File: config.mk
export PLATFORM = sky130hd
export DESIGN_NAME = uc_xfer_fsm_flat
export DESIGN_NICKNAME = d
export VERILOG_FILES = /design/src/hdl/ucstats_pkg.sv /design/src/hdl/uc_xfer_if.sv /design/src/hdl/uc_xfer_fsm.sv /design/src/flat_wrapper.sv
export SDC_FILE = /design/constraint.sdc
export NUM_CORES = 1
export LEC_CHECK = 0
export ABC_AREA = 1
export BUFFER_PORTS_ARGS = -buffer_cell sky130_fd_sc_hd__buf_2
export CAP_MARGIN = 20
export CORE_MARGIN = 10
export CORE_UTILIZATION = 46
export DETAILED_ROUTE_END_ITERATION = 8
export HOLD_SLACK_MARGIN = 0.06
export PLACE_DENSITY = 0.78
export SLEW_MARGIN = 10
export SYNTH_ARGS = -nofsm -noshare
export SYNTH_HDL_FRONTEND = slang
export SYNTH_SLANG_ARGS = --single-unit
File: constraint.sdc
create_clock -name clk -period 2 [get_ports clk]
set_input_delay 0.4 -clock clk [delete_from_list [all_inputs] [get_ports clk]]
set_output_delay 0.4 -clock clk [all_outputs]
set_load 0.03 [all_outputs]
File: src/hdl/ucstats_pkg.sv
`default_nettype none

package ucstats_pkg;

   // widths and bank geometry
   localparam int UC_BYTE_W   = 8;
   localparam int STAT_WORD_W = 32;
   localparam int STAT_ADDR_W = 10;
   localparam int BANK_DEPTH  = 1 << STAT_ADDR_W;
   localparam int NUM_BANKS   = 2;

   typedef logic [UC_BYTE_W-1:0]   uc_byte_t;
   typedef logic [STAT_WORD_W-1:0] stat_word_t;
   // link engine view: sfp in [9:5], word in [4:0]
   typedef logic [STAT_ADDR_W-1:0] stat_addr_t;

   // --------------------------------------------------
   // transfer address, bytes as loaded or fields as decoded
   typedef union packed {
      uc_byte_t [1:0] bytes;
      struct packed {
         logic       wr;
         logic [2:0] rsvd;
         logic [1:0] space;
         stat_addr_t idx;
      } f;
   } uc_addr_u;

   // address map
   localparam logic [1:0] SPACE_STAT   = 2'd0;
   localparam logic [1:0] SPACE_FPGA   = 2'd1;
   localparam stat_addr_t IDX_INTERVAL = 10'd1;
   localparam stat_addr_t IDX_CODE     = 10'd2;

   localparam stat_word_t CODE_WORD = 32'hC001C0DE;
   localparam stat_word_t BAD_WORD  = 32'hDEADBEEF;

   // --------------------------------------------------
   typedef enum logic [4:0] {
      UC_IDLE, UC_ADDR0, UC_ADDR1, UC_DEC,
      UC_DATA0, UC_DATA1, UC_DATA2, UC_DATA3,
      UC_WR_RAM, UC_RD_RAM, UC_RD_FALL, UC_RD_MASTER,
      UC_DRIVE0, UC_DRIVE1, UC_DRIVE2, UC_DRIVE3,
      UC_DONE
   } uc_state_e;

   typedef enum logic [1:0] {
      BANK_IDLE, BANK_WRITING, BANK_INTERVAL_DONE, BANK_UPDATE
   } bank_state_e;

endpackage

`default_nettype wire

File: src/hdl/uc_xfer_if.sv
`timescale 1ns/100ps
`default_nettype none

// strobes and address decode shared on the microcontroller side
interface uc_xfer_if;
   // driven by the transfer FSM
   logic [1:0] beat;
   logic       addr_ld;
   logic       data_ld;
   logic       wr_ram;
   logic       rd_ram;
   logic       drive;
   logic       chk;
   // driven by the address counter
   ucstats_pkg::uc_addr_u addr;
   logic                  invalid;
   logic                  interval_hit;

   modport fsm  (output beat, addr_ld, data_ld, wr_ram, rd_ram, drive, chk,
                 input  addr, invalid, interval_hit);
   modport ctr  (input  beat, addr_ld, wr_ram,
                 output addr, invalid, interval_hit);
   modport regs (input  beat, data_ld, rd_ram, drive, chk, addr, invalid);
   modport ram  (input  wr_ram, addr);
   modport bank (input  wr_ram, interval_hit);
endinterface

`default_nettype wire

File: src/hdl/uc_xfer_fsm.sv
`timescale 1ns/100ps
`default_nettype none

module uc_xfer_fsm (
   input  logic     clk,
   input  logic     uc_rst_n,
   input  logic     cs_s,
   input  logic     master_s,
   input  logic     valid_rise,
   input  logic     valid_fall,
   uc_xfer_if.fsm   x,
   output logic     data_out_val
);
   ucstats_pkg::uc_state_e state;
   logic                   stat_space;
   logic [1:0]             beat;

   assign stat_space = (x.addr.f.space == ucstats_pkg::SPACE_STAT);

   // --------------------------------------------------
   // sequencing, cs low returns to idle from any state
   always_ff @(posedge clk or negedge uc_rst_n) begin
      if (!uc_rst_n) begin
         state <= ucstats_pkg::UC_IDLE;
      end else if (!cs_s) begin
         state <= ucstats_pkg::UC_IDLE;
      end else begin
         case (state)
            ucstats_pkg::UC_IDLE:
               state <= ucstats_pkg::UC_ADDR0;
            // address bytes, low first
            ucstats_pkg::UC_ADDR0:
               if (valid_rise) state <= ucstats_pkg::UC_ADDR1;
            ucstats_pkg::UC_ADDR1:
               if (valid_rise) state <= ucstats_pkg::UC_DEC;
            ucstats_pkg::UC_DEC: begin
               if (x.addr.f.wr) begin
                  // bad write or write to the code word, wait for cs
                  if (x.invalid || !(stat_space || x.interval_hit)) begin
                     state <= ucstats_pkg::UC_DONE;
                  end else begin
                     state <= ucstats_pkg::UC_DATA0;
                  end
               end else if (x.invalid) begin
                  // no ram read, word is already BAD_WORD
                  state <= ucstats_pkg::UC_RD_FALL;
               end else begin
                  state <= ucstats_pkg::UC_RD_RAM;
               end
            end
            // write data beats
            ucstats_pkg::UC_DATA0:
               if (valid_rise) state <= ucstats_pkg::UC_DATA1;
            ucstats_pkg::UC_DATA1:
               if (valid_rise) state <= ucstats_pkg::UC_DATA2;
            ucstats_pkg::UC_DATA2:
               if (valid_rise) state <= ucstats_pkg::UC_DATA3;
            ucstats_pkg::UC_DATA3:
               // marker word is not stored, next group follows
               if (valid_rise) begin
                  state <= stat_space ? ucstats_pkg::UC_WR_RAM : ucstats_pkg::UC_DATA0;
               end
            ucstats_pkg::UC_WR_RAM:
               state <= ucstats_pkg::UC_DATA0;
            // read path
            ucstats_pkg::UC_RD_RAM:
               state <= ucstats_pkg::UC_RD_FALL;
            ucstats_pkg::UC_RD_FALL:
               if (valid_fall) state <= ucstats_pkg::UC_RD_MASTER;
            ucstats_pkg::UC_RD_MASTER:
               if (!master_s) state <= ucstats_pkg::UC_DRIVE0;
            ucstats_pkg::UC_DRIVE0:
               if (valid_fall) state <= ucstats_pkg::UC_DRIVE1;
            ucstats_pkg::UC_DRIVE1:
               if (valid_fall) state <= ucstats_pkg::UC_DRIVE2;
            ucstats_pkg::UC_DRIVE2:
               if (valid_fall) state <= ucstats_pkg::UC_DRIVE3;
            ucstats_pkg::UC_DRIVE3:
               if (valid_fall) state <= ucstats_pkg::UC_DONE;
            // hold until cs drops
            ucstats_pkg::UC_DONE:
               state <= ucstats_pkg::UC_DONE;
            default:
               state <= ucstats_pkg::UC_IDLE;
         endcase
      end
   end

   // --------------------------------------------------
   // byte position within the current word
   always_comb begin
      case (state)
         ucstats_pkg::UC_ADDR1, ucstats_pkg::UC_DATA1, ucstats_pkg::UC_DRIVE1: beat = 2'd1;
         ucstats_pkg::UC_DATA2, ucstats_pkg::UC_DRIVE2:                        beat = 2'd2;
         ucstats_pkg::UC_DATA3, ucstats_pkg::UC_DRIVE3:                        beat = 2'd3;
         default:                                                              beat = 2'd0;
      endcase
   end

   assign x.beat    = beat;
   assign x.addr_ld = valid_rise &&
                      (state inside {ucstats_pkg::UC_ADDR0, ucstats_pkg::UC_ADDR1});
   assign x.data_ld = valid_rise &&
                      (state inside {ucstats_pkg::UC_DATA0, ucstats_pkg::UC_DATA1,
                                     ucstats_pkg::UC_DATA2, ucstats_pkg::UC_DATA3});
   assign x.wr_ram  = (state == ucstats_pkg::UC_WR_RAM);
   assign x.rd_ram  = (state == ucstats_pkg::UC_RD_RAM);
   assign x.chk     = (state == ucstats_pkg::UC_DEC);
   assign x.drive   = state inside {ucstats_pkg::UC_DRIVE0, ucstats_pkg::UC_DRIVE1,
                                    ucstats_pkg::UC_DRIVE2, ucstats_pkg::UC_DRIVE3};

   // pad enable follows the drive beats
   assign data_out_val = x.drive;

endmodule

`default_nettype wire

File: src/flat_wrapper.sv
// flat-port wrapper written by rule: the top's interface ports become plain ports
module uc_xfer_fsm_flat 
  (clk, uc_rst_n, cs_s, master_s, valid_rise, valid_fall, data_out_val, x_beat, x_addr_ld, x_data_ld, x_wr_ram, x_rd_ram, x_drive, x_chk, x_addr, x_invalid, x_interval_hit);
  uc_xfer_if x_i ();
  input  logic clk;
  input  logic uc_rst_n;
  input  logic cs_s;
  input  logic master_s;
  input  logic valid_rise;
  input  logic valid_fall;
  output logic data_out_val;
  output wire logic [$bits(x_i.beat)-1:0] x_beat;
  output wire logic [$bits(x_i.addr_ld)-1:0] x_addr_ld;
  output wire logic [$bits(x_i.data_ld)-1:0] x_data_ld;
  output wire logic [$bits(x_i.wr_ram)-1:0] x_wr_ram;
  output wire logic [$bits(x_i.rd_ram)-1:0] x_rd_ram;
  output wire logic [$bits(x_i.drive)-1:0] x_drive;
  output wire logic [$bits(x_i.chk)-1:0] x_chk;
  input wire logic [$bits(x_i.addr)-1:0] x_addr;
  input wire logic [$bits(x_i.invalid)-1:0] x_invalid;
  input wire logic [$bits(x_i.interval_hit)-1:0] x_interval_hit;
  assign x_beat = x_i.beat;
  assign x_addr_ld = x_i.addr_ld;
  assign x_data_ld = x_i.data_ld;
  assign x_wr_ram = x_i.wr_ram;
  assign x_rd_ram = x_i.rd_ram;
  assign x_drive = x_i.drive;
  assign x_chk = x_i.chk;
  assign x_i.addr = x_addr;
  assign x_i.invalid = x_invalid;
  assign x_i.interval_hit = x_interval_hit;
  uc_xfer_fsm u_core (.clk(clk), .uc_rst_n(uc_rst_n), .cs_s(cs_s), .master_s(master_s), .valid_rise(valid_rise), .valid_fall(valid_fall), .x(x_i), .data_out_val(data_out_val));
endmodule
# After elaboration in Yosys (flattened, before gate mapping)

Index checks and enable logic that the tools add are counted.

$add $sub $neg: 0
$mul: 0
Divide/modulo/power cells: 0
Magnitude comparators: 0
Equal/unequal tests: 28
Shift operators: 0
Mux-type cells: 19
Bitwise logic cells: 0
Reductions and logical operators: 14

Operators with widths:

| kind                 | number |
|---|---|
| $pmux W5 S17         | 1 |
| $mux W5              | 15 |
| $eq A5 B4 Y1 const B | 8 |
| $ne A3 B3 Y1 const B | 12 |
| $eq A5 B3 Y1 const B | 4 |
| $reduce_and A12 Y1   | 1 |
| $eq A5 B2 Y1 const B | 2 |
| $reduce_bool A4 Y1   | 2 |
| $pmux W2 S3          | 1 |
| $eq A5 B1 Y1 const B | 1 |
| $eq A5 B5 Y1 const B | 1 |
| $logic_not A5 Y1     | 1 |
| $mux W4              | 1 |
| $reduce_or A2 Y1     | 2 |
| $reduce_or A3 Y1     | 1 |
| $logic_and A1 B1 Y1  | 2 |
| $logic_not A2 Y1     | 1 |
| $logic_or A1 B1 Y1   | 2 |
| $mux W2              | 1 |
| $reduce_bool A2 Y1   | 1 |
| $logic_not A1 Y1     | 1 |

Bits in registers: 5
Bits in latches: 0
RAM bits: 0
Bits in read-only memories: 0
Bits of input ports: 24
Output and inout bits: 9
Memories: 0

# Depth between registers and ports, before layout

Gate-level depths: netlist (run 1).

Depth in word-level cells: 8
Gate-level depth with buffers: 10

# Worst setup path after synthesis (run 1)

No wires, ideal clock.

Kind: flip-flop to output port
From: register u_core.state[3]
To: output x_beat[0]
Arrival time: 1.395 ns
Slack: 0.205 ns
Stages on the path, launching flop included: 5
Path through: dfrtp_1 buf_6 inv_2 nand2_1 o32ai_1

Cells in the longest elaborated chain, start to end: 3
Elaborated cells between the ends (all ways): 11

RTL lines:

| item                                                        | RTL line           | text |
|---|---|---|
| from (decl)                                                 | uc_xfer_fsm.sv:14  | `ucstats_pkg::uc_state_e state;` |
| from (signal assigned)                                      | uc_xfer_fsm.sv:24  | `state <= ucstats_pkg::UC_IDLE;` |
| from (signal assigned)                                      | uc_xfer_fsm.sv:26  | `state <= ucstats_pkg::UC_IDLE;` |
| from (signal assigned)                                      | uc_xfer_fsm.sv:30  | `state <= ucstats_pkg::UC_ADDR0;` |
| $eq A5 B4 Y1, or another cell as far along                  | uc_xfer_fsm.sv:92  | `case (state)` |
| $reduce_or A3 Y1 / $reduce_or A2 Y1 (equally long branches) | uc_xfer_fsm.sv:92  |  |
| $pmux W2 S3 *                                               | uc_xfer_fsm.sv:92  |  |
| to (decl)                                                   | flat_wrapper.sv:12 | `output wire logic [$bits(x_i.beat)-1:0] x_beat;` |

Mark *: on every way between the ends. The rest lies on a longest branch, timed or not.

# Worst setup path in the final report (run 1)

Ends and elaborated chain as after synthesis.

==> metrics, run 1 <==
status finished clean; TNS Setup 0 ns; Die Wd 56.10 microns; Critical Path RT 1.60 ns; largest net degree at the start of global routing 11; syn_nets 127; layout net count 148; Top reg by flops u_core.state; P per Cell Area 948.8 nW/um^2; Critical Path Sink x_beat[0]; Finish-stage setup viols 0; Final min period 1.812 ns; fin crit share 90.60%; initial antenna violation count 0; max_cap viols 0; core area 1171 sq um; num rows 12; Largest regs u_core.state: 5 flops; Sink Count 5; cts bufs inserted 3; Mapped Cells 103; ys flop type dfrtp_1; vias per cell 4.964; Congestion Overflow GR 0; max reg flops 5; vias in the first global route 630; Die H 56.10 microns; CP Capture Type primary output; unrepaired setup endpoints after global routing false; 1st-pass router iterations 4; Netlist Area Pre-Place 599.3 sq um; worst-skew pair later-pin latency 0.24 ns; worst-path fanout max 8; FF-to-FF Start u_core.state[2]; Layout area overhead 18.58%; post-CTS setup buffer count 0; Final Wtd Congestion 0.8159; first-pass GRT wire length 2.546 mm; crit path from u_core.state[3]; cell count of the worst reg-to-reg path 7; flop2flop setup slack 0.61 ns; Unique masters post-synth 21; Starting Density 51.18%; maximum VDD drop 0.5021 mV; Slew HR 76.61%; Seq/Total Area, Yosys 20.88%; fillcell total 128; area of the die 3147 sq um; number of routed nets with antenna violations 0; critical path class register to primary output; io pins 33; Max Clock Freq 0.5519 GHz; DP Wirelength 1.264 mm; initial drt markers 15; Clock Skew 0.004045 ns; deepest clock path buffer count 2; GRT Total Usage 9.372%; Clock transition at path regs 0.04 ns; number of flops mapped to enable cells by yosys 0; root buffer cell clkbuf_4; cts repair resizes 0; Slew Limit Fails 0; Worst Setup Start Kind register; YS warnings 0; FF+latch count, synth 5; crit path DAT 1.41 ns; total routed wirelength 1.481 mm; CTS tree yes; H-tree Lvls 1; routed len/inst 10.81 microns; Hold Violations, Final 0; asr flop ratio synth 100.0%; Crit Reg-Reg Endpoint u_core.state[3]; syn_area_per_cell 5.819 sq um; hold slack 0.4522 ns; Worst-Margin Slew 0.3508 ns; Vias 680; layout cells sized above 1 28.46%; Lkg Pwr 0.0004237 uW; I/O Buffers 19; min-delay worst type input pin to register; Residual DRC 0; Ant. Diodes 0
logic make-up after synthesis:
family,share of synthesized area (%)
AND/OR/NAND/NOR,52.61
buffers and inverters,16.28
AO/OA/AOI/OAI,10.23
flip-flops,20.88
power by group:
part           internal, uW  switching (uW)  leakage (uW)
Clock                  75.4            40.5     0.0000150
Combinational           127             267      0.000341
Sequential              125            39.4     0.0000678
how the worst min path moves through the flow:
stage	start	endpoint	slack [ns]	cells past startpoint
floorplan	uc_rst_n	u_core.state[0]	0.10	0
global placement	uc_rst_n	u_core.state[1]	0.22	1
detailed placement	uc_rst_n	u_core.state[0]	0.22	1
CTS	cs_s	u_core.state[4]	0.44	2
global route	cs_s	u_core.state[4]	0.46	2
finish	cs_s	u_core.state[4]	0.45	2
per-layer routing:
layer / wire (microns) / up-vias / track usage [%] / part of all wire [%]
li1: - / 363 / - / -
met1: 697 / 298 / 10.53 / 47
met2: 692 / 19 / 14.96 / 47
met3: 91 / 0 / 4.556 / 6.1
met4: 0 / 0 / 3.072 / 0
met5: 0 / - / 0 / 0
synth_stat cells, types with 2 or more instances:
| master | n | area [sq um] |
|---|---|---|
| nand2_1 | 26 | 97.59 |
| nor2_1 | 19 | 71.32 |
| inv_1 | 13 | 48.80 |
| nand3_1 | 13 | 65.06 |
| dfrtp_1 | 5 | 125.1 |
| a21oi_1 | 3 | 15.01 |
| inv_2 | 3 | 11.26 |
| nand2_2 | 3 | 18.77 |
| a21oi_2 | 2 | 17.52 |
| buf_4 | 2 | 15.01 |
| buf_6 | 2 | 22.52 |
| nand4_1 | 2 | 12.51 |
| nor2_2 | 2 | 12.51 |
layout by cell type (no fill, tap or decap), types with 2 or more instances in the layout:
master | netlist | layout
a21oi_1 | 3 | 3
a21oi_2 | 2 | 2
buf_2 | 0 | 19
clkbuf_4 | 0 | 3
dfrtp_1 | 5 | 5
inv_1 | 13 | 13
inv_2 | 3 | 3
nand2_1 | 26 | 26
nand2_2 | 3 | 3
nand3_1 | 13 | 13
nand4_1 | 2 | 2
nor2_1 | 19 | 19
nor2_2 | 2 | 2
repair_timing:
| action | CTS | global route |
|---|---|---|
| hold buffers | 1 | 0 |
| endpoints found under the setup margin | 0 | 0 |
| endpoints found under the hold margin | 5 | 0 |
worst max-delay path, cell delays in order, from the launching register on:
cell and delay (ns):
dfrtp_1 0.49, inv_2 0.11, nand2_1 0.10, o32ai_1 0.23, buf_2 0.24
metrics by stage:
stage / setup WS, ns / util, % / instance area, sq um / power [uW] / cells
floorplan: 0.2046 / - / 599.3 / 471.6 / 103
global placement: 0.4705 / 57.59 / 674.4 / 553.5 / 132
detailed placement: 0.4444 / 57.59 / 674.4 / 558.4 / 132
CTS: 0.1736 / 60.68 / 710.7 / 679.7 / 137
global route: 0.04843 / 60.68 / 710.7 / 741.3 / 137
finish: 0.1881 / 60.68 / 710.7 / 674.3 / 137
final cells by class:
cell class / instances / area, sq um / area share [%]
multi-input cells: 78 / 376.6 / 52.99
flip-flops and latches: 5 / 125.1 / 17.61
repair buffers: 20 / 105.1 / 14.79
inverters: 16 / 60.06 / 8.451
clock buffers: 4 / 26.28 / 3.697
well taps: 14 / 17.52 / 2.465
(Power assumes the default switching activity.)
==> run 2: changes to the inputs <==
--- a/config.mk
+++ b/config.mk
@@ -12,7 +12,7 @@
 export CORE_UTILIZATION = 46
 export DETAILED_ROUTE_END_ITERATION = 8
 export HOLD_SLACK_MARGIN = 0.06
-export PLACE_DENSITY = 0.78
+export PLACE_DENSITY_LB_ADDON = 0.05
 export SLEW_MARGIN = 10
 export SYNTH_ARGS = -nofsm -noshare
 export SYNTH_HDL_FRONTEND = slang
==> metrics, run 2 (synthesized netlist as in run 1, its figures left out) <==
routed len/inst 11.31 microns; cts bufs inserted 3; core area 1171 sq um; Inst Count DP 132; Congestion Overflow GR 0; max_cap viols 0; internal power 327.1 uW; critical path class register to primary output; Final Wtd Congestion 0.8370; num rows 12; Top reg by flops u_core.state; critical path's largest stage delay 0.50 ns; cts repair resizes 0; max reg flops 5; 1st-pass router iterations 4; Worst Setup Start Kind register; switching pwr 348.0 uW; CP max-delay cell dfrtp_1; deepest clock path buffer count 2; Layout area overhead 18.58%; largest net degree at the start of global routing 11; Max Clock Freq 0.5396 GHz; Die Wd 56.10 microns; Lkg Pwr 0.0004237 uW; CTS tree yes; first-pass GRT wire length 2.691 mm; Sink Count 5; status finished clean; Residual DRC 0; Critical Path RT 1.60 ns; io pins 33; crit path DAT 1.45 ns; area of the die 3147 sq um; vias per cell 4.839; Finished Layout Cells 137; initial drt markers 11; Worst-Margin Slew 0.3767 ns; Reg power frac 24.3%; worst-path fanout max 8; fin crit share 92.66%; Slew Limit Fails 0; maximum VDD drop 0.6466 mV; Largest regs u_core.state: 5 flops; fillcell total 138; total routed wirelength 1.549 mm; min-delay worst type input pin to register; unrepaired setup endpoints after global routing false; Slew HR 74.89%; Final min period 1.853 ns; layout cells sized above 1 28.46%; Placed Area 674.4 sq um; Hold Violations, Final 0; number of routed nets with antenna violations 0; Finish-stage setup viols 0; most frequent cells in the layout nand2_1 (26), nor2_1 (19), buf_2 (19); P per Cell Area 949.9 nW/um^2; Clock transition at path regs 0.04 ns; Gate power share 58.8%; initial antenna violation count 0; DP Wirelength 1.338 mm; H-tree Lvls 1; GRT Total Usage 9.914%; CP Capture Type primary output; layout net count 148; worst-skew pair later-pin latency 0.24 ns; Critical Path, Cell by Cell inv_2, nand2_1, o32ai_1, buf_2; switching part of the total 51.55%; Clock Skew 0.002951 ns; Die H 56.10 microns; Final Worst Setup Slack 0.1468 ns; pre-CTS setup slack 0.4043 ns; Ant. Diodes 0; root buffer cell clkbuf_4; commonest non-fill, non-tap cell in the layout nand2_1; Vias 663; I/O Buffers 19; Clk pwr share 16.8%; TNS Setup 0 ns; vias in the first global route 642; post-route cell area 710.7 sq um; Starting Density 51.18%
-- run 2: cell counts in the layout (fill, tap and decap cells not counted) --
Identical to the previous run, type by type.
-- run 2: through the flow --
step	hold WS (ns)	power (uW)	utilization, %
2_1_floorplan	0.1044	471.6	-
6_report	0.4571	675.1	60.68
3_5_place_dp	0.2183	561.9	57.59
4_1_cts	0.4464	681.7	60.68
3_3_place_gp	0.2154	559.5	57.59
5_1_grt	0.4717	746.1	60.68
-- run 2: routing by layer --
layer  vias to the layer above  routed length (microns)  share of wire (%)  global-route usage [%]
met5                         -                        0                  0                       0
met4                         0                        0                  0                   2.048
met3                         0                       79                5.1                   3.872
met2                        13                      714                 46                   15.91
met1                       287                      756                 49                   12.06
li1                        363                        -                  -                       -
-- run 2: path summary, 6_finish.rpt --
path                                   end  cells after the start            start  slack, ns
max                              x_beat[0]                      4  u_core.state[3]       0.15
min                        u_core.state[4]                      2             cs_s       0.46
max reg2reg                u_core.state[3]                      7  u_core.state[2]       0.57
min reg2reg                u_core.state[1]                      2  u_core.state[1]       0.59
max in group asynchronous  u_core.state[3]                      2         uc_rst_n       1.35
min in group asynchronous  u_core.state[0]                      2         uc_rst_n       0.51
-- run 2: timing repair --
item,in CTS,in global routing
hold buffers,1,0
buffers inserted,0,0
endpoints found under the hold margin,5,0
-- run 2: layout make-up --
type | count | area [sq um] | share of cell area, %
Multi-Input combinational cell | 78 | 376.6 | 52.99
Timing Repair Buffer | 20 | 105.1 | 14.79
Sequential cell | 5 | 125.1 | 17.61
Inverter | 16 | 60.06 | 8.451
Tap cell | 14 | 17.52 | 2.465
Clock buffer | 4 | 26.28 | 3.697
-- run 2: critical path, delay by kind of cell (launching register included) --
| family | cells | cell delay (ns) |
|---|---|---|
| flip-flops | 1 | 0.50 |
| buffers and inverters | 2 | 0.37 |
| AND/OR/NAND/NOR | 1 | 0.08 |
| AO/OA/AOI/OAI | 1 | 0.26 |
-- run 2: power by group through the flow --
stage	registers [uW]	logic, uW	clock network (uW)
final	164	397	114
after global routing	169	444	133
after CTS	163	399	119
after detailed placement	165	397	0
after global placement	165	394	0
after floorplan	147	324	0
