$ cat src/hdl/ucstats_pkg.sv
`default_nettype none

package ucstats_pkg;

   // widths and bank geometry
   localparam int UC_BYTE_W   = 8;
   localparam int STAT_WORD_W = 32;
   localparam int STAT_ADDR_W = 10;
   localparam int BANK_DEPTH  = 1 << STAT_ADDR_W;
   localparam int NUM_BANKS   = 2;

   typedef logic [UC_BYTE_W-1:0]   uc_byte_t;
   typedef logic [STAT_WORD_W-1:0] stat_word_t;
   // link engine view: sfp in [9:5], word in [4:0]
   typedef logic [STAT_ADDR_W-1:0] stat_addr_t;

   // --------------------------------------------------
   // transfer address, bytes as loaded or fields as decoded
   typedef union packed {
      uc_byte_t [1:0] bytes;
      struct packed {
         logic       wr;
         logic [2:0] rsvd;
         logic [1:0] space;
         stat_addr_t idx;
      } f;
   } uc_addr_u;

   // address map
   localparam logic [1:0] SPACE_STAT   = 2'd0;
   localparam logic [1:0] SPACE_FPGA   = 2'd1;
   localparam stat_addr_t IDX_INTERVAL = 10'd1;
   localparam stat_addr_t IDX_CODE     = 10'd2;

   localparam stat_word_t CODE_WORD = 32'hC001C0DE;
   localparam stat_word_t BAD_WORD  = 32'hDEADBEEF;

   // --------------------------------------------------
   typedef enum logic [4:0] {
      UC_IDLE, UC_ADDR0, UC_ADDR1, UC_DEC,
      UC_DATA0, UC_DATA1, UC_DATA2, UC_DATA3,
      UC_WR_RAM, UC_RD_RAM, UC_RD_FALL, UC_RD_MASTER,
      UC_DRIVE0, UC_DRIVE1, UC_DRIVE2, UC_DRIVE3,
      UC_DONE
   } uc_state_e;

   typedef enum logic [1:0] {
      BANK_IDLE, BANK_WRITING, BANK_INTERVAL_DONE, BANK_UPDATE
   } bank_state_e;

endpackage

`default_nettype wire

$ cat src/hdl/uc_xfer_if.sv
`timescale 1ns/100ps
`default_nettype none

// strobes and address decode shared on the microcontroller side
interface uc_xfer_if;
   // driven by the transfer FSM
   logic [1:0] beat;
   logic       addr_ld;
   logic       data_ld;
   logic       wr_ram;
   logic       rd_ram;
   logic       drive;
   logic       chk;
   // driven by the address counter
   ucstats_pkg::uc_addr_u addr;
   logic                  invalid;
   logic                  interval_hit;

   modport fsm  (output beat, addr_ld, data_ld, wr_ram, rd_ram, drive, chk,
                 input  addr, invalid, interval_hit);
   modport ctr  (input  beat, addr_ld, wr_ram,
                 output addr, invalid, interval_hit);
   modport regs (input  beat, data_ld, rd_ram, drive, chk, addr, invalid);
   modport ram  (input  wr_ram, addr);
   modport bank (input  wr_ram, interval_hit);
endinterface

`default_nettype wire

$ cat src/hdl/bank_swap_ctl.sv
`timescale 1ns/100ps
`default_nettype none

module bank_swap_ctl (
   input  logic      clk,
   input  logic      uc_rst_n,
   uc_xfer_if.bank   x,
   input  logic      le_req,
   input  logic      le_done,
   output logic      gnt,
   output logic      wr_bank
);
   ucstats_pkg::bank_state_e state;
   logic                     le_busy_q;
   logic                     le_busy;

   // outstanding link engine read, from req up to done
   always_ff @(posedge clk or negedge uc_rst_n) begin
      if (!uc_rst_n) begin
         le_busy_q <= 1'b0;
         gnt       <= 1'b0;
      end else begin
         if (le_req) begin
            le_busy_q <= 1'b1;
         end else if (le_done) begin
            le_busy_q <= 1'b0;
         end
         // grant trails req by one cycle
         gnt <= le_req;
      end
   end

   assign le_busy = le_busy_q | le_req;

   // --------------------------------------------------
   // swap sequencing
   always_ff @(posedge clk or negedge uc_rst_n) begin
      if (!uc_rst_n) begin
         state <= ucstats_pkg::BANK_IDLE;
      end else begin
         case (state)
            ucstats_pkg::BANK_IDLE:
               if (x.wr_ram) state <= ucstats_pkg::BANK_WRITING;
            ucstats_pkg::BANK_WRITING:
               if (x.interval_hit) state <= ucstats_pkg::BANK_INTERVAL_DONE;
            // new write cancels, engine read holds the swap off
            ucstats_pkg::BANK_INTERVAL_DONE:
               if (x.wr_ram) begin
                  state <= ucstats_pkg::BANK_WRITING;
               end else if (!le_busy) begin
                  state <= ucstats_pkg::BANK_UPDATE;
               end
            default:
               state <= ucstats_pkg::BANK_IDLE;
         endcase
      end
   end

   // bank the microcontroller writes
   always_ff @(posedge clk or negedge uc_rst_n) begin
      if (!uc_rst_n) begin
         wr_bank <= 1'b0;
      end else if (state == ucstats_pkg::BANK_UPDATE) begin
         wr_bank <= ~wr_bank;
      end
   end

endmodule

`default_nettype wire

$ cat src/flat_wrapper.sv
// flat-port wrapper written by rule: the top's interface ports become plain ports
module bank_swap_ctl_flat 
  (clk, uc_rst_n, le_req, le_done, gnt, wr_bank, x_wr_ram, x_interval_hit);
  uc_xfer_if x_i ();
  input  logic clk;
  input  logic uc_rst_n;
  input  logic le_req;
  input  logic le_done;
  output logic gnt;
  output logic wr_bank;
  input wire logic [$bits(x_i.wr_ram)-1:0] x_wr_ram;
  input wire logic [$bits(x_i.interval_hit)-1:0] x_interval_hit;
  assign x_i.wr_ram = x_wr_ram;
  assign x_i.interval_hit = x_interval_hit;
  bank_swap_ctl u_core (.clk(clk), .uc_rst_n(uc_rst_n), .x(x_i), .le_req(le_req), .le_done(le_done), .gnt(gnt), .wr_bank(wr_bank));
endmodule
$ cat config.mk
export PLATFORM = sky130hd
export DESIGN_NAME = bank_swap_ctl_flat
export DESIGN_NICKNAME = d
export VERILOG_FILES = /design/src/hdl/ucstats_pkg.sv /design/src/hdl/uc_xfer_if.sv /design/src/hdl/bank_swap_ctl.sv /design/src/flat_wrapper.sv
export SDC_FILE = /design/constraint.sdc
export NUM_CORES = 1
export LEC_CHECK = 0
export BUFFER_PORTS_ARGS = -buffer_cell sky130_fd_sc_hd__clkbuf_2
export CAP_MARGIN = 20
export CELL_PAD_IN_SITES_DETAIL_PLACEMENT = 1
export CELL_PAD_IN_SITES_GLOBAL_PLACEMENT = 2
export CORE_AREA = 3 3 40 42
export CTS_BUF_LIST = sky130_fd_sc_hd__clkbuf_16
export CTS_CLUSTER_DIAMETER = 80
export DETAILED_ROUTE_END_ITERATION = 16
export DIE_AREA = 0 0 43 45
export PLACE_DENSITY_LB_ADDON = 0.1
export SKIP_LAST_GASP = 1
export SYNTH_ARGS = -nofsm -noshare
export SYNTH_HDL_FRONTEND = slang
export SYNTH_SLANG_ARGS = --single-unit
$ cat constraint.sdc
create_clock -name clk -period 0.85 [get_ports clk]
set_input_delay 0.17 -clock clk [delete_from_list [all_inputs] [get_ports clk]]
set_output_delay 0.17 -clock clk [all_outputs]
set_load 0.03 [all_outputs]
Yosys cells after proc, flatten, opt, wreduce, memory -nomap -nowiden
Cells that the tools add are included.
W data, S select, Z words.
{"block": "word_totals", "in_bits": 6, "word_cells": 22, "reg_bits": 5}
{"block": "classes", "bitwise": 2, "reduce_logical": 3, "n_eq_ne": 6, "n_mux": 7}
{"cell": "$mux W2", "count": 4}
{"cell": "$pmux W2 S3", "count": 1}
{"cell": "$eq A2 B2 Y1 const B", "count": 2}
{"cell": "$ne A2 B2 Y1 const B", "count": 2}
{"cell": "$ne A3 B3 Y1 const B", "count": 1}
{"cell": "$reduce_and A3 Y1", "count": 1}
{"cell": "$eq A2 B1 Y1 const B", "count": 1}
{"cell": "$logic_not A2 Y1", "count": 1}
{"cell": "$mux W1", "count": 2}
{"cell": "$reduce_bool A2 Y1", "count": 1}
{"cell": "$not A1 Y1", "count": 1}
{"cell": "$or A1 B1 Y1", "count": 1}

Longest topological paths before layout
Gate-level depths: netlist (run 1).
{"block": "depth", "ltp_word": 4, "mapped_depth": 2, "mapped_depth_nobuf": 2}

Worst setup path before layout (run 1)
No wires, ideal clock.
{"block": "synth_path", "path_kind": "register to register", "startpoint": "register u_core.state[1]", "endpoint": "register u_core.state[0]", "required_ns": 0.760, "n_path_buf": 0, "path_slack_ns": -0.039, "arrival_ns": 0.799, "setup_time_ns": 0.090, "path_stages_with_launch": 3, "cell_sequence": "dfrtp_1 -> or3b_1 -> o221ai_1"}
{"block": "synth_via", "elab_chain_len": 3, "word_cells_on_any_way": 8}
{"item": "start, declared", "line_no": "bank_swap_ctl.sv:13", "rtl": "ucstats_pkg::bank_state_e state;"}
{"item": "start signal, assigned", "line_no": "bank_swap_ctl.sv:39", "rtl": "state <= ucstats_pkg::BANK_IDLE;"}
{"item": "start signal, assigned", "line_no": "bank_swap_ctl.sv:43", "rtl": "if (x.wr_ram) state <= ucstats_pkg::BANK_WRITING;"}
{"item": "start signal, assigned", "line_no": "bank_swap_ctl.sv:45", "rtl": "if (x.interval_hit) state <= ucstats_pkg::BANK_INTERVAL_DONE;"}
{"item": "$eq A2 B2 Y1, or another cell as far along", "line_no": "bank_swap_ctl.sv:41", "rtl": "case (state)"}
{"item": "$ne A3 B3 Y1 (no source line) / $ne A2 B2 Y1 (equally long branches)"}
{"item": "$reduce_and A3 Y1 (no source line)"}
Several ways; a longest one is shown, not always the timed one.
A chain may end at the register's enable or synchronous reset.

Final worst setup path (run 1)
{"block": "layout_path", "startpoint": "register u_core.wr_bank", "endpoint": "output wr_bank"}
{"item": "start, declared", "line_no": "bank_swap_ctl.sv:11", "rtl": "output logic wr_bank"}
{"item": "start signal, assigned", "line_no": "bank_swap_ctl.sv:64", "rtl": "wr_bank <= ~wr_bank;"}
{"item": "end, declared", "line_no": "flat_wrapper.sv:10", "rtl": "output logic wr_bank;"}
No word-level cell between the ends.

==> results of run 1 <==
[worst max-delay path by stage]
| stage | start | end | slack, ps | cells past startpoint |
|---|---|---|---|---|
| after global routing | u_core.wr_bank | wr_bank | -90 | 1 |
| after floorplan | u_core.state[1] | u_core.state[0] | -20 | 2 |
| after detailed placement | u_core.le_busy_q | u_core.state[0] | -50 | 2 |
| final | u_core.wr_bank | wr_bank | -70 | 1 |
| after CTS | u_core.wr_bank | wr_bank | -80 | 1 |
| after global placement | u_core.state[0] | u_core.state[0] | -50 | 2 |
[repair_timing]
| item | 4_1_cts | 5_1_grt |
|---|---|---|
| setup endpoints to repair | 3 | 4 |
| hold buffers | 1 | 0 |
| hold endpoints to repair | 5 | 0 |
| resized for setup | 5 | 3 |
| buffers inserted | 1 | 0 |
| pin swaps | 0 | 1 |
[power by group]
part / leakage [µW] / internal [µW] / switching [µW]
logic: 0.0000916 / 224 / 151
registers: 0.0000593 / 301 / 44.4
clock network: 0.0000423 / 608 / 140
[registers in the layout, summed over array words and instances (netlist names)]
name	cells
u_core.gnt	1
u_core.le_busy_q	1
u_core.state	2
u_core.wr_bank	1
[cell usage in the layout, fill, tap and decap left out]
cell	Yosys	layout
clkbuf_2	0	5
dfrtp_1	5	5
inv_1	2	3
clkbuf_16	0	3
buf_4	0	3
nand2_1	2	2
buf_8	0	2
or2_2	1	1
nand2b_4	0	1
or3b_1	1	1
o221ai_2	0	1
xnor2_1	1	1
a21o_1	1	1
o22ai_1	1	1
dlygate4sd3_1	0	1
[per-layer routing]
| metal | wire length, µm | vias up | global-route usage, % |
|---|---|---|---|
| met5 | 0 | - | 0 |
| met4 | 8 | 0 | 9.036 |
| met3 | 28 | 2 | 2.390 |
| met2 | 225 | 4 | 8.683 |
| met1 | 177 | 81 | 5.596 |
| li1 | - | 83 | - |
[kinds of logic after synthesis]
family	Yosys count	synth area share [%]
flops	5	64.94
simple gates	5	14.94
compound gates	3	11.69
buf+inv	2	3.898
xor+xnor	1	4.546
[per-stage QoR]
| stage | util (%) | setup slack [ps] | TNS, ps | power (µW) | area (µm²) |
|---|---|---|---|---|---|
| 2_1_floorplan | - | -16.65 | -16.65 | 479.4 | 192.7 |
| 3_3_place_gp | 20.35 | -51.71 | -51.71 | 591.3 | 261.5 |
| 3_5_place_dp | 20.35 | -53.84 | -53.84 | 591.7 | 261.5 |
| 4_1_cts | 29.70 | -81.36 | -198.6 | 1453 | 381.6 |
| 5_1_grt | 30.48 | -86.49 | -240.4 | 1558 | 391.6 |
| 6_report | 30.48 | -69.99 | -165.7 | 1469 | 391.6 |
[layout make-up]
type                    count  area [µm²]  share of cell area (%)
clock buffers               3       75.07                   19.17
flip-flops and latches      5       125.1                   31.95
inverters                   2       7.507                   1.917
multi-input cells           9       73.82                   18.85
clock inverters             1       3.754                  0.9585
well taps                  15       18.77                   4.792
repair buffers             11       87.58                   22.36
==> results.cfg, run 1 <==
[outcome]
status = finished with violations
violations = negative setup slack

[min_path]
hp-start = le_req
worstHoldPathCells = 1
holdPathEnd = u_core.gnt
hp-class = input pin to flip-flop

[clock_network]
insertion_delay_ps = 220
clk_pin_slew_ps = 30
cts.htree.levels = 1
cts.sinks = 5
cts_tree = built
cts-root-buf = clkbuf_16
cts_buffers = 3
clockBufferDepth = 2

[synth]
avgSynthCellArea_um2 = 12.04
yosysSeqAreaShare_pct = 64.94
synth_most_common_cell = dfrtp_1
synth_cell_type_count = 10
synth_area_um2 = 192.7
synth_flop_cell = dfrtp_1
synthCells = 16
mappedNetlistNets = 22
ys_warn_count = 0
yosys.area.top_type_share_pct = 64.94
yosys-top-cells-count = dfrtp_1 (5), inv_1 (2), nand2_1 (2)
async_reset_ff_share_pct = 100.0
synth.area.top_cells = dfrtp_1 (65%), o221ai_1 (4.5%), or3b_1 (4.5%)
synth_seq_cells = 5
synth_top_area_cell = dfrtp_1
synth-edff-count = 0

[die]
placementRows = 13
io_pins = 8
die_area_mm2 = 0.001935
die_w_um = 43
initial_core_util_pct = 15.00
core_area_mm2 = 0.001285
die_h_um = 45

[layout]
fill_cells = 151
diodes = 0
stdcell_count = 46
syn_to_final_growth_pct = 103.2
final_nets = 38
drive_gt1_share_pct = 51.61

[pwr]
powerDensity_mw_per_mm2 = 3752
leakagePower_uw = 0.0001932
vdd_drop_max_mv = 0.9943

[place]
place.gp.congestion = 0.6438
dp_hpwl_um = 335.5
portBuffers = 7
dp_cells = 40

[timing]
worst_slack_ps = -69.99
rsz0062_at_grt = true
period_minus_slack_ps = 920.0
fmax_ghz = 1.087
hold_viol = 0
relSlewSlack_pct = 90.49
drv_slew = 0
holdWs_ps = 82.12
period_share_pct = 108.2
worst-slew-pin-transition_ps = 142.7
finalSetupViolCount = 3
skew_ps = 0.9136

[grt]
grt_start_max_net_pins = 6
grt.total_usage_pct = 6.099
grt_pass1_vias = 193
grt_first_pass_wirelength_um = 779
overflow = 0
antenna_found_initial = 0

[run]
maxCapViolations = 0

[setup_path]
path_buf_inv = 1
crit_required_ps = 680
r2r_setup_slack_ps = -40
crit_slowest_cell = dfrtp_1
crit_family = flip-flops
critPathCaptureType = output pin
slowest_delay_ps = 390
cp-start-kind = flip-flop
worstPathArrival_ps = 750
cp_cell_sequence = buf_8
r2r-start = u_core.state[0]
crit_fanout = 2
reg2regPathDepth = 2
worst-setup-path-type = flip-flop to output pin
timing.rr.end = u_core.state[0]

[drt]
drt-initial-drc-count = 2
vias = 170
post-route-drc-count = 0
routed_wl_um = 439
via_per_inst = 3.696
drt_pass1_iterations = 2
postRouteAntennaNets = 0
wl_per_cell_um = 9.543
No activity file was read; power rests on OpenSTA's default activity.
==> inputs of run 2 (changes only) <==
- RECOVER_POWER: unset -> 100
==> run 2 against run 1 <==
- the run still ends with negative setup slack left
- sequential power about the same
- utilization decreased by 0.39 points
- clock skew about the same
- largest power group unchanged
==> results.cfg, run 2 (synthesis gave the netlist of run 1 again) <==
[setup_path]
crit_fanout = 2
crit_family = flip-flops
r2r_setup_slack_ps = -40
crit_slowest_cell = dfrtp_1
crit_required_ps = 680
critPathCaptureType = output pin
reg2regPathDepth = 2
cp-start-kind = flip-flop
path_buf_inv = 1
worst-setup-path-type = flip-flop to output pin
cp_cell_sequence = buf_8
path_depth = 1
worstPathArrival_ps = 750
slowest_delay_ps = 390

[timing]
rsz0062_at_grt = true
period_share_pct = 108.2
fmax_ghz = 1.087
drv_slew = 0
period_minus_slack_ps = 919.9
worst_slack_ps = -69.85
relSlewSlack_pct = 79.99
finalSetupViolCount = 3
worst-slew-pin-transition_ps = 300.1
setup_tns_ps = -163.1
hold_viol = 0
skew_ps = 1.016

[place]
place.gp.congestion = 0.6438
dp_hpwl_um = 335.5
pre_cts_ws_ps = -53.84
portBuffers = 7

[outcome]
status = finished with violations
violations = negative setup slack

[layout]
regMostFlops = u_core.state
diodes = 0
largest_reg_flops = 2
drive_gt1_share_pct = 45.16
final_cell_mix = dfrtp_1 (5), clkbuf_2 (4), inv_1 (3), clkbuf_16 (3)
final_common_cell = dfrtp_1
final_nets = 38
syn_to_final_growth_pct = 100.6

[drt]
wl_per_cell_um = 9.500
drt_pass1_iterations = 2
postRouteAntennaNets = 0
drt-initial-drc-count = 2
vias = 169
post-route-drc-count = 0
routed_wl_um = 437
via_per_inst = 3.674

[pwr]
vdd_drop_max_mv = 0.9942
powerDensity_mw_per_mm2 = 3771
p_total_uw = 1458
leakagePower_uw = 0.0001865

[die]
core_area_mm2 = 0.001285
initial_core_util_pct = 15.00
die_w_um = 43
placementRows = 13
die_area_mm2 = 0.001935
die_h_um = 45
io_pins = 8

[clock_network]
cts.sinks = 5
insertion_delay_ps = 220
cts.htree.levels = 1
cts_tree = built
cts_buffers = 3
clk_pin_slew_ps = 30
clockBufferDepth = 2
cts-root-buf = clkbuf_16

[grt]
grt_first_pass_wirelength_um = 779
overflow = 0
antenna_found_initial = 0
grt.total_usage_pct = 6.099
grt_start_max_net_pins = 6
grt_pass1_vias = 193

[run]
maxCapViolations = 0

[min_path]
hp-class = input pin to flip-flop
worstHoldPathCells = 1
==> run 2: through the flow <==
step	cell area [µm²]	hold WS [ps]	cells	util, %
finish	386.6	93.40	46	30.09
floorplan	192.7	-125.6	16	-
CTS	381.6	82.47	46	29.70
global placement	261.5	-3.423	40	20.35
global route	386.6	103.8	46	30.09
detailed placement	261.5	0.7479	40	20.35
==> run 2: final timing paths <==
kind	start	to
worst max register to register	u_core.state[0]	u_core.state[0]
worst min register to register	u_core.le_busy_q	u_core.le_busy_q
worst max-delay path	u_core.wr_bank	wr_bank
worst min-delay path	le_req	u_core.gnt
max in group asynchronous	uc_rst_n	u_core.wr_bank
min in group asynchronous	uc_rst_n	u_core.le_busy_q
==> run 2: what timing repair did <==
item                       in CTS  in global routing
buffers inserted                1                  0
resized for setup               5                  3
setup endpoints to repair       3                  4
cloned                          0                  0
pin swaps                       0                  1
hold buffers                    1                  0
hold endpoints to repair        5                  0
==> run 2: per-layer routing <==
metal	vias to the layer above	part of all wire (%)	routed length, µm	global-route usage [%]
li1	83	-	-	-
met1	80	39	171	5.596
met2	4	52	228	8.683
met3	2	6.4	28	2.390
met4	0	1.8	8	9.036
met5	-	0	0	0
==> run 2: layout make-up <==
type	instances	area (µm²)
fillers	153	898.4
clock inverters	1	3.754
flip-flops and latches	5	125.1
multi-input cells	9	73.82
inverters	2	7.507
clock buffers	3	75.07
well taps	15	18.77
repair buffers	11	82.58
==> run 2: where the power goes <==
part	total [µW]	internal [µW]	switching, µW
registers	345	301	43.6
clock network	748	608	140
logic	366	215	151
total	1460	1120	335
==> inputs of run 3 (changes only) <==
- CTS_BUF_LIST: sky130_fd_sc_hd__clkbuf_16 -> unset
==> run 3 against run 2 <==
- the run still ends with negative setup slack left
- clock skew grew 1.6 ps
- hold slack lost 14 ps
- total power shrank 33%
- wire length grew 0.92%
- sequential cell count is the same
==> results.cfg, run 3 (synthesis gave the netlist of run 1 again) <==
[outcome]
status = finished with violations
violations = negative setup slack

[timing]
worst_slack_ps = -85.54
relSlewSlack_pct = 79.86
worst-slew-pin-transition_ps = 302.1
setup_tns_ps = -207.3
fmax_ghz = 1.069
drv_slew = 0
period_share_pct = 110.1
finalSetupViolCount = 3
rsz0062_at_grt = true
hold_viol = 0
period_minus_slack_ps = 935.5
skew_ps = 2.634

[setup_path]
worstPathArrival_ps = 770
worst-setup-path-type = flip-flop to output pin
critPathCaptureType = output pin
crit_required_ps = 680
crit_slowest_cell = dfrtp_1
cp_cell_sequence = buf_8
slowest_delay_ps = 390
crit_fanout = 2
crit_family = flip-flops
path_buf_inv = 1
cp-start-kind = flip-flop

[layout]
final_cell_mix = dfrtp_1 (5), clkbuf_2 (4), clkbuf_4 (3), clkbuf_1 (3)
stdcell_count = 46
final_util_pct = 26.00
diodes = 0
drive_gt1_share_pct = 45.16
regMostFlops = u_core.state
final_common_cell = dfrtp_1
final_area_um2 = 334.1
multi_input_area_um2 = 73.82
fill_cells = 153
seqCellArea_um2 = 125.1
syn_to_final_growth_pct = 73.38
final_nets = 38
largest_reg_flops = 2

[die]
core_area_mm2 = 0.001285
placementRows = 13
die_w_um = 43
die_h_um = 45
initial_core_util_pct = 15.00
die_area_mm2 = 0.001935
io_pins = 8

[place]
dp_hpwl_um = 335.5
dp_cells = 40
portBuffers = 7
placed_area_um2 = 261.5
pre_cts_ws_ps = -53.84
place.gp.congestion = 0.6438

[clock_network]
cts_buffers = 3
cts-root-buf = clkbuf_4
cts.sinks = 5
cts.htree.levels = 1
cts_tree = built
clk_pin_slew_ps = 40
clockBufferDepth = 2
insertion_delay_ps = 240

[drt]
postRouteAntennaNets = 0
routed_wl_um = 441
wl_met2_um = 245
wl_per_cell_um = 9.587
wl_met1_um = 167
drt-initial-drc-count = 1
post-route-drc-count = 0
drt_pass1_iterations = 2
via_per_inst = 3.565
wl_met3_um = 28
vias = 164
topRoutingLayerUsed = met3

[pwr]
vdd_drop_max_mv = 0.9900
powerDensity_mw_per_mm2 = 2931
leakagePower_uw = 0.0001592

[run]
maxCapViolations = 0

[grt]
overflow = 0
grt_start_max_net_pins = 6
grt_pass1_vias = 193
grt_first_pass_wirelength_um = 752
grt.total_usage_pct = 6.015
antenna_found_initial = 0

[min_path]
hp-class = input pin to flip-flop
run 3: cell count changes in the layout (fill, tap and decap cells not counted), sizes merged:
cell    previous run  this run
clkbuf             9        10
inv                3         2
run 3: cell type report:
cell class	instances	share of cell area [%]
Multi-Input combinational cell	9	22.10
Inverter	2	2.247
Tap cell	15	5.618
Sequential cell	5	37.45
Clock buffer	4	7.865
Timing Repair Buffer	11	24.72
run 3: routing by layer:
layer  GRT usage (%)  vias up
met5               0        -
met3           2.390        0
met2           9.281        4
li1                -       83
met4           9.036        0
met1           4.866       77
run 3: power breakdown:
group          switching (µW)  total [µW]  internal [µW]
clock                    92.3         269            177
combinational             151         366            215
sequential               43.7         344            300
run 3: stage by stage:
| stage | hold WS (ps) | total power [µW] |
|---|---|---|
| after CTS | 60.09 | 976.6 |
| after global placement | -3.423 | 591.3 |
| after global routing | 74.09 | 1063 |
| after detailed placement | 0.7479 | 591.7 |
| final | 78.93 | 979.2 |
| after floorplan | -125.6 | 479.4 |
run 3: final timing paths:
| path | start | endpoint | slack [ps] | cells after the start |
|---|---|---|---|---|
| setup / recovery | u_core.wr_bank | wr_bank | -90 | 1 |
| setup reg to reg | u_core.state[1] | u_core.state[0] | -40 | 2 |
| hold / removal | le_req | u_core.gnt | 80 | 1 |
| min in group asynchronous | uc_rst_n | u_core.le_busy_q | 340 | 2 |
| max in group asynchronous | uc_rst_n | u_core.wr_bank | 280 | 2 |
| hold reg to reg | u_core.le_busy_q | u_core.le_busy_q | 470 | 1 |
run 3: what timing repair did:
item / in CTS / in global routing
pin swaps: 0 / 1
endpoints found under the setup margin: 3 / 4
cloned: 0 / 0
setup buffers: 1 / 0
endpoints found under the hold margin: 5 / 0
hold buffers: 1 / 0
resized for setup: 5 / 3
